===== src/rtl/rename_pkg.sv =====
package rename_pkg;

	// Machine width
	localparam int slot_count = 2;

	// Register file sizes
	localparam int arch_reg_count = 32;
	localparam int phys_reg_count = 64;

	// Free list holds every tag not mapped after reset
	localparam int free_depth = 32;

	typedef logic [$clog2(arch_reg_count)-1:0] arch_reg_t;
	typedef logic [$clog2(phys_reg_count)-1:0] phys_tag_t;

	// One bit wider than the index so full and empty differ
	typedef logic [$clog2(free_depth):0] free_ptr_t;

	// Hardwired zero register, never renamed
	localparam arch_reg_t zero_reg = arch_reg_t'(arch_reg_count - 1);

	// Tag read by the zero register, always ready and never allocated
	localparam phys_tag_t reserved_tag = phys_tag_t'(phys_reg_count - 1);

	// Mapping of an architectural register right after reset
	function automatic phys_tag_t reset_tag(input int idx);
		if (idx == int'(zero_reg)) begin
			return reserved_tag;
		end
		return phys_tag_t'(idx);
	endfunction

endpackage


===== src/rtl/rename_if.sv =====
`timescale 1ns/1ns

interface rename_if;
	import rename_pkg::*;

	logic [slot_count-1:0]      grant;     // All valid slots or none
	arch_reg_t [slot_count-1:0] src_a;
	arch_reg_t [slot_count-1:0] src_b;
	arch_reg_t [slot_count-1:0] dest;
	phys_tag_t [slot_count-1:0] new_tag;   // Tag popped for each slot

	// Free list side
	modport alloc (
		output grant,
		output new_tag
	);

	// Map table side
	modport rename (
		input grant,
		input src_a,
		input src_b,
		input dest,
		input new_tag
	);

	// Dispatch side, fed from the top-level ports
	modport source (
		output src_a,
		output src_b,
		output dest,
		input  grant,
		input  new_tag
	);

endinterface


===== src/rtl/tag_cam.sv =====
`timescale 1ns/1ns

module tag_cam (
	input  logic [rename_pkg::slot_count-1:0]                      cdb_valid,
	input  rename_pkg::phys_tag_t [rename_pkg::slot_count-1:0]     cdb_tag,
	input  rename_pkg::phys_tag_t [rename_pkg::arch_reg_count-1:0] entry_tag,
	output logic [rename_pkg::arch_reg_count-1:0]                  hit
);
	import rename_pkg::*;

	// Every entry against every live broadcast, matches ORed per entry
	always_comb begin
		hit = '0;
		for (int e = 0; e < arch_reg_count; e++) begin
			for (int s = 0; s < slot_count; s++) begin
				if (cdb_valid[s] && (cdb_tag[s] == entry_tag[e])) begin
					hit[e] = 1'b1;
				end
			end
		end
	end

endmodule


===== src/rtl/map_table.sv =====
`timescale 1ns/1ns

module map_table (
	input  logic                                                   clock,
	input  logic                                                   reset,
	rename_if.rename                                               rn,
	input  logic [rename_pkg::slot_count-1:0]                      cdb_valid,
	input  rename_pkg::phys_tag_t [rename_pkg::slot_count-1:0]     cdb_tag,
	input  logic                                                   branch_mispredict,
	input  rename_pkg::phys_tag_t [rename_pkg::arch_reg_count-1:0] restore_tag,
	input  logic [rename_pkg::arch_reg_count-1:0]                  restore_ready,
	output rename_pkg::phys_tag_t [rename_pkg::slot_count-1:0]     src_a_tag,
	output logic [rename_pkg::slot_count-1:0]                      src_a_ready,
	output rename_pkg::phys_tag_t [rename_pkg::slot_count-1:0]     src_b_tag,
	output logic [rename_pkg::slot_count-1:0]                      src_b_ready,
	output rename_pkg::phys_tag_t [rename_pkg::slot_count-1:0]     old_tag,
	output rename_pkg::phys_tag_t [rename_pkg::arch_reg_count-1:0] next_tag,
	output logic [rename_pkg::arch_reg_count-1:0]                  next_ready
);
	import rename_pkg::*;

	phys_tag_t [arch_reg_count-1:0] map_tag;     // Current mapping
	logic [arch_reg_count-1:0]      map_ready;   // Value present in the physical register
	logic [arch_reg_count-1:0]      cam_hit;

	tag_cam u_cam (
		.cdb_valid (cdb_valid),
		.cdb_tag   (cdb_tag),
		.entry_tag (map_tag),
		.hit       (cam_hit)
	);

	// Next state is built up in order: restore or CDB first, then slot 0, then slot 1.
	// Reads of a later slot therefore see the writes of earlier slots in the same group.
	always_comb begin
		if (branch_mispredict) begin
			next_tag   = restore_tag;     // Snapshot replaces everything, CDB dropped here
			next_ready = restore_ready;
		end else begin
			next_tag   = map_tag;
			next_ready = map_ready | cam_hit;
		end

		for (int s = 0; s < slot_count; s++) begin
			// Sources
			if (rn.src_a[s] == zero_reg) begin
				src_a_tag[s]   = reserved_tag;
				src_a_ready[s] = 1'b1;
			end else begin
				src_a_tag[s]   = next_tag[rn.src_a[s]];
				src_a_ready[s] = next_ready[rn.src_a[s]];
			end

			if (rn.src_b[s] == zero_reg) begin
				src_b_tag[s]   = reserved_tag;
				src_b_ready[s] = 1'b1;
			end else begin
				src_b_tag[s]   = next_tag[rn.src_b[s]];
				src_b_ready[s] = next_ready[rn.src_b[s]];
			end

			old_tag[s] = next_tag[rn.dest[s]];   // Goes to the ROB for freeing at retire

			// Destination write, the zero register keeps its reserved tag
			if (rn.grant[s] && !branch_mispredict && (rn.dest[s] != zero_reg)) begin
				next_tag[rn.dest[s]]   = rn.new_tag[s];
				next_ready[rn.dest[s]] = 1'b0;   // Result not produced yet
			end
		end
	end

	always_ff @(posedge clock) begin
		if (reset) begin
			for (int i = 0; i < arch_reg_count; i++) begin
				map_tag[i] <= reset_tag(i);   // Register i on tag i
			end
			map_ready <= '1;
		end else begin
			map_tag   <= next_tag;
			map_ready <= next_ready;
		end
	end

endmodule


===== src/rtl/free_list.sv =====
`timescale 1ns/1ns

module free_list (
	input  logic                                               clock,
	input  logic                                               reset,
	input  logic [rename_pkg::slot_count-1:0]                  dispatch_valid,
	rename_if.alloc                                            rn,
	input  logic [rename_pkg::slot_count-1:0]                  retire_valid,
	input  rename_pkg::phys_tag_t [rename_pkg::slot_count-1:0] retire_tag,
	input  logic                                               branch_mispredict,
	input  rename_pkg::free_ptr_t                              restore_head,
	output rename_pkg::free_ptr_t                              head,
	output logic                                               dispatch_stall
);
	import rename_pkg::*;

	phys_tag_t                  fifo [free_depth];
	free_ptr_t                  head_q;
	free_ptr_t                  tail_q;
	free_ptr_t                  tail_next;
	free_ptr_t                  free_count;
	free_ptr_t                  need;        // Valid slots asking for a tag
	free_ptr_t [slot_count-1:0] wr_ptr;      // Tail slot of each retiring tag
	logic                       allocate;

	assign free_count = tail_q - head_q;

	// Slot s takes the tag after those of the valid slots before it
	always_comb begin
		free_ptr_t rd_ptr;
		need = '0;
		for (int s = 0; s < slot_count; s++) begin
			rd_ptr        = head_q + need;
			rn.new_tag[s] = fifo[rd_ptr[$clog2(free_depth)-1:0]];
			if (dispatch_valid[s]) begin
				need = need + 1'b1;
			end
		end
	end

	// Whole group or nothing keeps program order
	assign allocate       = !reset && (|dispatch_valid) && (free_count >= need)
		&& !branch_mispredict;
	assign rn.grant       = allocate ? dispatch_valid : '0;
	assign dispatch_stall = !reset && (|dispatch_valid) && !allocate;   // Quiet in reset

	// Head after this cycle and the value a checkpoint captures
	always_comb begin
		if (branch_mispredict) begin
			head = restore_head;
		end else if (allocate) begin
			head = head_q + need;
		end else begin
			head = head_q;
		end
	end

	// Retired tags pack in at the tail in slot order
	always_comb begin
		tail_next = tail_q;
		for (int s = 0; s < slot_count; s++) begin
			wr_ptr[s] = tail_next;
			if (retire_valid[s]) begin
				tail_next = tail_next + 1'b1;
			end
		end
	end

	always_ff @(posedge clock) begin
		if (reset) begin
			for (int i = 0; i < free_depth; i++) begin
				fifo[i] <= phys_tag_t'(arch_reg_count - 1 + i);   // Tags 31 to 62
			end
			head_q <= '0;
			tail_q <= free_ptr_t'(free_depth);   // Starts full
		end else begin
			for (int s = 0; s < slot_count; s++) begin
				if (retire_valid[s]) begin
					fifo[wr_ptr[s][$clog2(free_depth)-1:0]] <= retire_tag[s];
				end
			end
			head_q <= head;
			tail_q <= tail_next;
		end
	end

endmodule


===== src/rtl/checkpoint_store.sv =====
`timescale 1ns/1ns

module checkpoint_store (
	input  logic                                                   clock,
	input  logic                                                   reset,
	input  logic                                                   checkpoint_take,
	input  rename_pkg::phys_tag_t [rename_pkg::arch_reg_count-1:0] next_tag,
	input  logic [rename_pkg::arch_reg_count-1:0]                  next_ready,
	input  rename_pkg::free_ptr_t                                  head,
	input  logic [rename_pkg::slot_count-1:0]                      cdb_valid,
	input  rename_pkg::phys_tag_t [rename_pkg::slot_count-1:0]     cdb_tag,
	output rename_pkg::phys_tag_t [rename_pkg::arch_reg_count-1:0] restore_tag,
	output logic [rename_pkg::arch_reg_count-1:0]                  restore_ready,
	output rename_pkg::free_ptr_t                                  restore_head
);
	import rename_pkg::*;

	phys_tag_t [arch_reg_count-1:0] snap_tag;
	logic [arch_reg_count-1:0]      snap_ready;
	free_ptr_t                      snap_head;
	logic [arch_reg_count-1:0]      cam_hit;

	tag_cam u_cam (
		.cdb_valid (cdb_valid),
		.cdb_tag   (cdb_tag),
		.entry_tag (snap_tag),
		.hit       (cam_hit)
	);

	assign restore_tag   = snap_tag;
	assign restore_ready = snap_ready | cam_hit;   // Catches a broadcast in the restore cycle
	assign restore_head  = snap_head;

	always_ff @(posedge clock) begin
		if (reset) begin
			for (int i = 0; i < arch_reg_count; i++) begin
				snap_tag[i] <= reset_tag(i);
			end
			snap_ready <= '1;
			snap_head  <= '0;
		end else if (checkpoint_take) begin
			snap_tag   <= next_tag;    // Map after this cycle's renames
			snap_ready <= next_ready;
			snap_head  <= head;
		end else begin
			// Results finishing after the branch stay visible on restore
			snap_ready <= snap_ready | cam_hit;
		end
	end

endmodule


===== src/rtl/rename_stage.sv =====
`timescale 1ns/1ns

module rename_stage (
	input  logic                                               clock,
	input  logic                                               reset,
	input  logic [rename_pkg::slot_count-1:0]                  dispatch_valid,
	input  rename_pkg::arch_reg_t [rename_pkg::slot_count-1:0] src_a,
	input  rename_pkg::arch_reg_t [rename_pkg::slot_count-1:0] src_b,
	input  rename_pkg::arch_reg_t [rename_pkg::slot_count-1:0] dest,
	output rename_pkg::phys_tag_t [rename_pkg::slot_count-1:0] new_tag,
	output logic [rename_pkg::slot_count-1:0]                  grant,
	output logic                                               dispatch_stall,
	output rename_pkg::phys_tag_t [rename_pkg::slot_count-1:0] src_a_tag,
	output logic [rename_pkg::slot_count-1:0]                  src_a_ready,
	output rename_pkg::phys_tag_t [rename_pkg::slot_count-1:0] src_b_tag,
	output logic [rename_pkg::slot_count-1:0]                  src_b_ready,
	output rename_pkg::phys_tag_t [rename_pkg::slot_count-1:0] old_tag,
	input  logic [rename_pkg::slot_count-1:0]                  cdb_valid,
	input  rename_pkg::phys_tag_t [rename_pkg::slot_count-1:0] cdb_tag,
	input  logic [rename_pkg::slot_count-1:0]                  retire_valid,
	input  rename_pkg::phys_tag_t [rename_pkg::slot_count-1:0] retire_tag,
	input  logic                                               checkpoint_take,
	input  logic                                               branch_mispredict
);
	import rename_pkg::*;

	phys_tag_t [arch_reg_count-1:0] next_tag;
	logic [arch_reg_count-1:0]      next_ready;
	phys_tag_t [arch_reg_count-1:0] restore_tag;
	logic [arch_reg_count-1:0]      restore_ready;
	free_ptr_t                      head;
	free_ptr_t                      restore_head;

	rename_if rn ();

	// Dispatch bundle in and out of the interface
	assign rn.src_a = src_a;
	assign rn.src_b = src_b;
	assign rn.dest  = dest;
	assign grant    = rn.grant;
	assign new_tag  = rn.new_tag;

	free_list u_free_list (
		.clock             (clock),
		.reset             (reset),
		.dispatch_valid    (dispatch_valid),
		.rn                (rn.alloc),
		.retire_valid      (retire_valid),
		.retire_tag        (retire_tag),
		.branch_mispredict (branch_mispredict),
		.restore_head      (restore_head),
		.head              (head),
		.dispatch_stall    (dispatch_stall)
	);

	map_table u_map_table (
		.clock             (clock),
		.reset             (reset),
		.rn                (rn.rename),
		.cdb_valid         (cdb_valid),
		.cdb_tag           (cdb_tag),
		.branch_mispredict (branch_mispredict),
		.restore_tag       (restore_tag),
		.restore_ready     (restore_ready),
		.src_a_tag         (src_a_tag),
		.src_a_ready       (src_a_ready),
		.src_b_tag         (src_b_tag),
		.src_b_ready       (src_b_ready),
		.old_tag           (old_tag),
		.next_tag          (next_tag),
		.next_ready        (next_ready)
	);

	checkpoint_store u_checkpoint (
		.clock           (clock),
		.reset           (reset),
		.checkpoint_take (checkpoint_take),
		.next_tag        (next_tag),
		.next_ready      (next_ready),
		.head            (head),
		.cdb_valid       (cdb_valid),
		.cdb_tag         (cdb_tag),
		.restore_tag     (restore_tag),
		.restore_ready   (restore_ready),
		.restore_head    (restore_head)
	);

endmodule


===== config.mk =====
export PLATFORM = sky130hd
export DESIGN_NAME = rename_stage
export DESIGN_NICKNAME = d
export VERILOG_FILES = /design/src/rtl/rename_pkg.sv /design/src/rtl/rename_if.sv /design/src/rtl/tag_cam.sv /design/src/rtl/map_table.sv /design/src/rtl/free_list.sv /design/src/rtl/checkpoint_store.sv /design/src/rtl/rename_stage.sv
export SDC_FILE = /design/constraint.sdc
export NUM_CORES = 2
export LEC_CHECK = 0
export BUFFER_PORTS_ARGS = -buffer_cell sky130_fd_sc_hd__buf_2
export CAP_MARGIN = 40
export CORE_ASPECT_RATIO = 0.7
export CORE_MARGIN = 2
export CORE_UTILIZATION = 35
export CTS_BUF_LIST = sky130_fd_sc_hd__clkbuf_8 sky130_fd_sc_hd__clkbuf_16
export DETAILED_ROUTE_END_ITERATION = 10
export HOLD_SLACK_MARGIN = 0.02
export PLACE_DENSITY_LB_ADDON = 0.15
export SYNTH_ARGS = -nofsm -noshare
export SYNTH_HDL_FRONTEND = slang
export SYNTH_HIERARCHICAL = 1
export SYNTH_SLANG_ARGS = --single-unit

===== constraint.sdc =====
create_clock -name clock -period 6.7 [get_ports clock]
set_input_delay 0.67 -clock clock [delete_from_list [all_inputs] [get_ports clock]]
set_output_delay 0.67 -clock clock [all_outputs]
set_load 0.01 [all_outputs]

* Word level (Yosys, flattened, before mapping)
Memories as Yosys holds them, arrays and structs flattened. A register that Yosys moved wholly into a read port is not among the register bits.
Index checks and enable logic that the tools add are counted.
** Word-level totals
- RAM bits :: 192
- Register bits after elaboration :: 466
- Input port bits :: 64
- Memories :: 1
- Logic and storage cells :: 570
- Output and inout port bits :: 55
** Operators by class
- Reductions and logical operators :: 145
- Mux-type cells :: 200
- $lt $le $gt $ge :: 9
- Add/sub/neg operators :: 6
- Bitwise logic cells :: 6
- Equal/unequal tests :: 134
** Memories
- u_free_list.fifo :: depth 32, bits a word 6, rd ports 2, clocked after Yosys merged registers in 1, wr ports 32, RTL line free_list.sv:17 : phys_tag_t fifo [free_depth];
** Operators by type and width (number)
- $mux 192 :: 6
- $eq 6x6->1 :: 128
- $bwmux 192 :: 2
- $bmux 6 s5 :: 6
- $mux 1 :: 150
- $logic_and 1x1->1 :: 138
- $mux 32 :: 4
- $mux 6 :: 20
- $and 32x32->32 :: 2
- $not 32->32 :: 2
- $or 32x32->32 :: 2
- $demux 6 s5 :: 2
- $lt 5x6->1 const B :: 6
- $bmux 1 s5 :: 4
- $eq 5x5->1 const B :: 4
- $mux 5 :: 3
- $add 6x1->6 const B :: 2
- $reduce_or 6->1 :: 2
- $demux 1 s5 :: 2
- $ge 5x1->1 const B :: 2
- $ne 5x5->1 const B :: 2
- $add 6x6->6 :: 1
- $ge 6x6->1 :: 1
- $sub 6x6->6 :: 1
- other kinds (6) :: 8

* Longest topological paths before layout
- Word-level depth :: 14
- Depth in mapped cells :: 21
- Depth with buffers taken out :: 18

* Hierarchy
Netlist, hierarchy kept.
** Modules (own cells, without submodules)
- map_table :: area an instance 25714.7 µm², cells an instance 2989, instances 1, sequential area each 4484.3 µm²
- free_list :: area an instance 13475.4 µm², cells an instance 1175, instances 1, sequential area each 6005.8 µm²
- tag_cam :: area an instance 4859.7 µm², cells an instance 598, instances 2, sequential area each 0.0 µm²
- checkpoint_store :: area an instance 8552.0 µm², cells an instance 813, instances 1, sequential area each 4664.5 µm²

* Worst setup path after synthesis
No wires, ideal clock.
- Path type :: flip-flop to output port
- From :: register u_free_list.head_q[1]
- To :: output src_a_tag[11] (netlist name)
- Required time :: 6030 ps
- Cell stages (with the launch flop) :: 21
- Path buffers :: 5
- Path slack :: 1059 ps
- Data arrival time :: 4971 ps
- Cell sequence :: dfxtp_1 clkbuf_1 clkbuf_1 inv_1 fa_1 a21oi_1 a21oi_1 o21a_1 o21ai_0 nor2_1 nor3_1 buf_2 or4b_4 buf_6 buf_6 o21ai_1 o21ai_1 mux4_2 nor2_1 nor3_1 a311oi_1
** RTL lines
- start: declaration :: RTL line free_list.sv:18 : free_ptr_t head_q;
- start signal: assignment :: RTL line free_list.sv:74 : head_q <= '0;
- start signal: assignment :: RTL line free_list.sv:82 : head_q <= head;
- end: declaration :: RTL line rename_stage.sv:13 : output rename_pkg::phys_tag_t [rename_pkg::slot_count-1:0] src_a_tag,

==> reports/metrics.cfg <==
[pwr]
pwr-share-clk_pct = 37.5
share_seq_of_total_power_pct = 34.3
comb_power_share_pct = 28.2
p_leak_nw = 21.5
power_density_nw_per_um2 = 196
switchingPower_mw = 4.43
peakVddDrop_v = 0.000181
p_int_mw = 8.12
switching_share_pct = 35.3

[yosys]
ys_seq_elements = 658
synth.avg_cell_area_um2 = 9.31
synth_seq_area_share_pct = 26.4
synth_edf_count = 198
synthFlopType = dfxtp_1
syn-num-nets = 6260
ys_warn_count = 6
synth_area_leaders = dfxtp_1, mux4_2, xnor2_1
synthCells = 6173
synthesis.area_um2 = 57500
synth_top_area_cell = dfxtp_1
synthDistinctLibCells = 107
synth_top_area_share_pct = 16.0
async_reset_ff_share_pct = 0

[clock_tree]
cts_made_buffers = 79
cts.sinks = 658
clk_path_buf_depth = 3
clock_latency_ps = 740
cts_max_level = 3
cts_tree = yes
cts_root_buffer = clkbuf_16
cts_hold_buf = 0
path_clk_slew_ps = 60

[die]
die_y_um = 343
ios = 119
dieArea_um2 = 167000
core_um2 = 163000
die_x_um = 488
fp-row-count = 124
initial_core_util_pct = 35.2

[placement]
dpl_cell_area_um2 = 61000
gp_congestion = 1.11
place_hpwl_um = 234000
port_buffers = 118

[setup_path]
crit_path_end_kind = output pin
slowest_delay_ps = 690
crit_top_cell = buf_4
cpMaxStageDelayCell = buf_4
cp-start-kind = register
crit_type = reg2out
crit_fanout = 53
path_cells = buf_4 > mux4_2 > mux4_2 > nand2_1 > nand2_1 > clkinvlp_4 > nand3_1 > o21ai_1 > buf_4 > nor2_1 > o21ai_0 > nor4b_2 > buf_4 > a311oi_1 > buf_4 > buf_2
worstPathArrival_ps = 6050
required_ps = 6030

[global_route]
grt_pass1_vias = 49600
overflow = 0
grt_use_met1_pct = 53.8
antenna_found_initial = 32
grt_use_met2_pct = 42.5
grt_use_total_pct = 35.9
grt_pass1_wl_um = 421000
grt_max_degree = 188
met3_usage_pct = 19.2
grt-busiest-layer = met1

[timing]
period_needed_ps = 6720
setup_viol = 1
final-hold-violation-count = 0
final_max_slew_viol_count = 0
fin_crit_sh_pct = 100
maxClockFrequency_mhz = 149
worst_slack_ps = -21.5
fin_skew_ps = 58.8
worst_pin_slew_ps = 1120
max_slew_margin_pct = 25.6

[final_layout]
final_cell_mix = xnor2_1, nor2_1, dfxtp_1
layout-drive-gt1-share_pct = 21.8
layout_commonest_cell = xnor2_1
area_growth_pct = 11.3
final_nets = 6254
postLayoutCoreUtil_pct = 39.2
final_cell_area_um2 = 64000

[routing]
via_per_inst = 6.53
drc = 0
wl_per_cell_um = 36.6
vias = 55100
drt-total-wl_um = 309000
drt_first_pass_iters = 10
initialDrtViolationCount = 9479
final_antenna_net_count = 0

[job]
max-cap-violations = 0

[run_status]
outcome = finished with violations
violations = setup timing

[hold_path]
hold_path.class = in2reg

-- final timing paths --
check | from | end | slack [ps] | cells past startpoint
worst min register to register | u_checkpoint/snap_ready[25] | u_checkpoint/snap_ready[25] | 490 | 2
worst max-delay path | u_free_list/head_q[1] | src_a_tag[11] | -20 | 16
worst min-delay path | reset | u_map_table/map_tag[53] | 330 | 2
worst max register to register | u_free_list/tail_q[0] | u_checkpoint/restore_tag[105] | 1040 | 19
-- cell families after synthesis --
family                   synth area share, %
AND/OR/NAND/NOR                         16.6
AO/OA/AOI/OAI                           12.9
multiplexers                            24.8
XOR/XNOR                                12.1
buffers and inverters                   6.72
flip-flops                              26.4
adder cells (fa/ha/maj)                0.527
-- cells in the mapped netlist, types with 98 or more instances --
cell type,number
edfxtp_1,198
or2_2,112
a21oi_1,188
dfxtp_1,460
mux2_2,166
mux4_2,368
nand2_1,457
o22ai_1,98
buf_6,128
buf_2,104
mux2i_1,373
nor2b_1,198
nand3_1,225
clkbuf_1,294
nor2_1,512
nand4_1,144
o21ai_0,359
xnor2_1,777
-- power by group through the flow --
stage          clock [mW]  sequential [mW]  combinational (mW)
6_report             4.71             4.31                3.53
2_1_floorplan           0             4.36                1.94
5_1_grt              4.93             4.32                3.56
3_3_place_gp            0             4.39                3.28
3_5_place_dp            0             4.39                3.31
4_1_cts              4.79             4.30                3.33
-- metrics by stage --
step	hold WS, ps	power [mW]	TNS (ps)	cells	setup WS (ps)
floorplan	451	6.30	0	6173	1060
global placement	468	7.67	0	8248	353
detailed placement	474	7.70	0	8281	293
CTS	285	12.4	0	8424	40.5
global route	315	12.8	-23.8	8437	-11.9
finish	334	12.5	-21.5	8437	-21.5
-- routing by layer --
metal  part of all wire [%]  wire (um)
met1                     44     137000
met2                     35     107000
met3                     17      53800
met4                    3.3      10300
met5                   0.12        362
-- worst max-delay path, delay by kind of cell, from the launching register on --
kind / cells / cell delay [ps]
AO/OA/AOI/OAI: 3 / 560
buffers and inverters: 6 / 2120
flip-flops: 1 / 320
multiplexers: 2 / 1030
AND/OR/NAND/NOR: 5 / 1150
-- state kept, by name (all words and copies together), names as in the netlist --
signal / count
u_checkpoint/restore_tag: 192
u_free_list/fifo: 192
u_map_table/map_tag: 192
u_checkpoint/snap_ready: 32
u_map_table/map_ready: 32
u_checkpoint/restore_head: 6
u_free_list/head_q: 6
u_free_list/tail_q: 6
-- cell type report --
class,count,area [um^2]
well taps,2205,2760
fillers,16400,99300
multi-input cells,4826,38600
inverters,95,360
clock buffers,88,2130
flip-flops and latches,658,15200
diodes,3,7.51
repair buffers,507,4330
clock inverters,55,627
-- timing repair --
| action | in CTS | in global routing |
|---|---|---|
| endpoints found under the setup margin | 7 | 19 |
| resized for setup | 7 | 16 |
| pin swaps | 0 | 1 |
| buffers inserted | 0 | 5 |
| gates cloned | 0 | 0 |
Note: power is estimated with default switching activity, not from simulation.
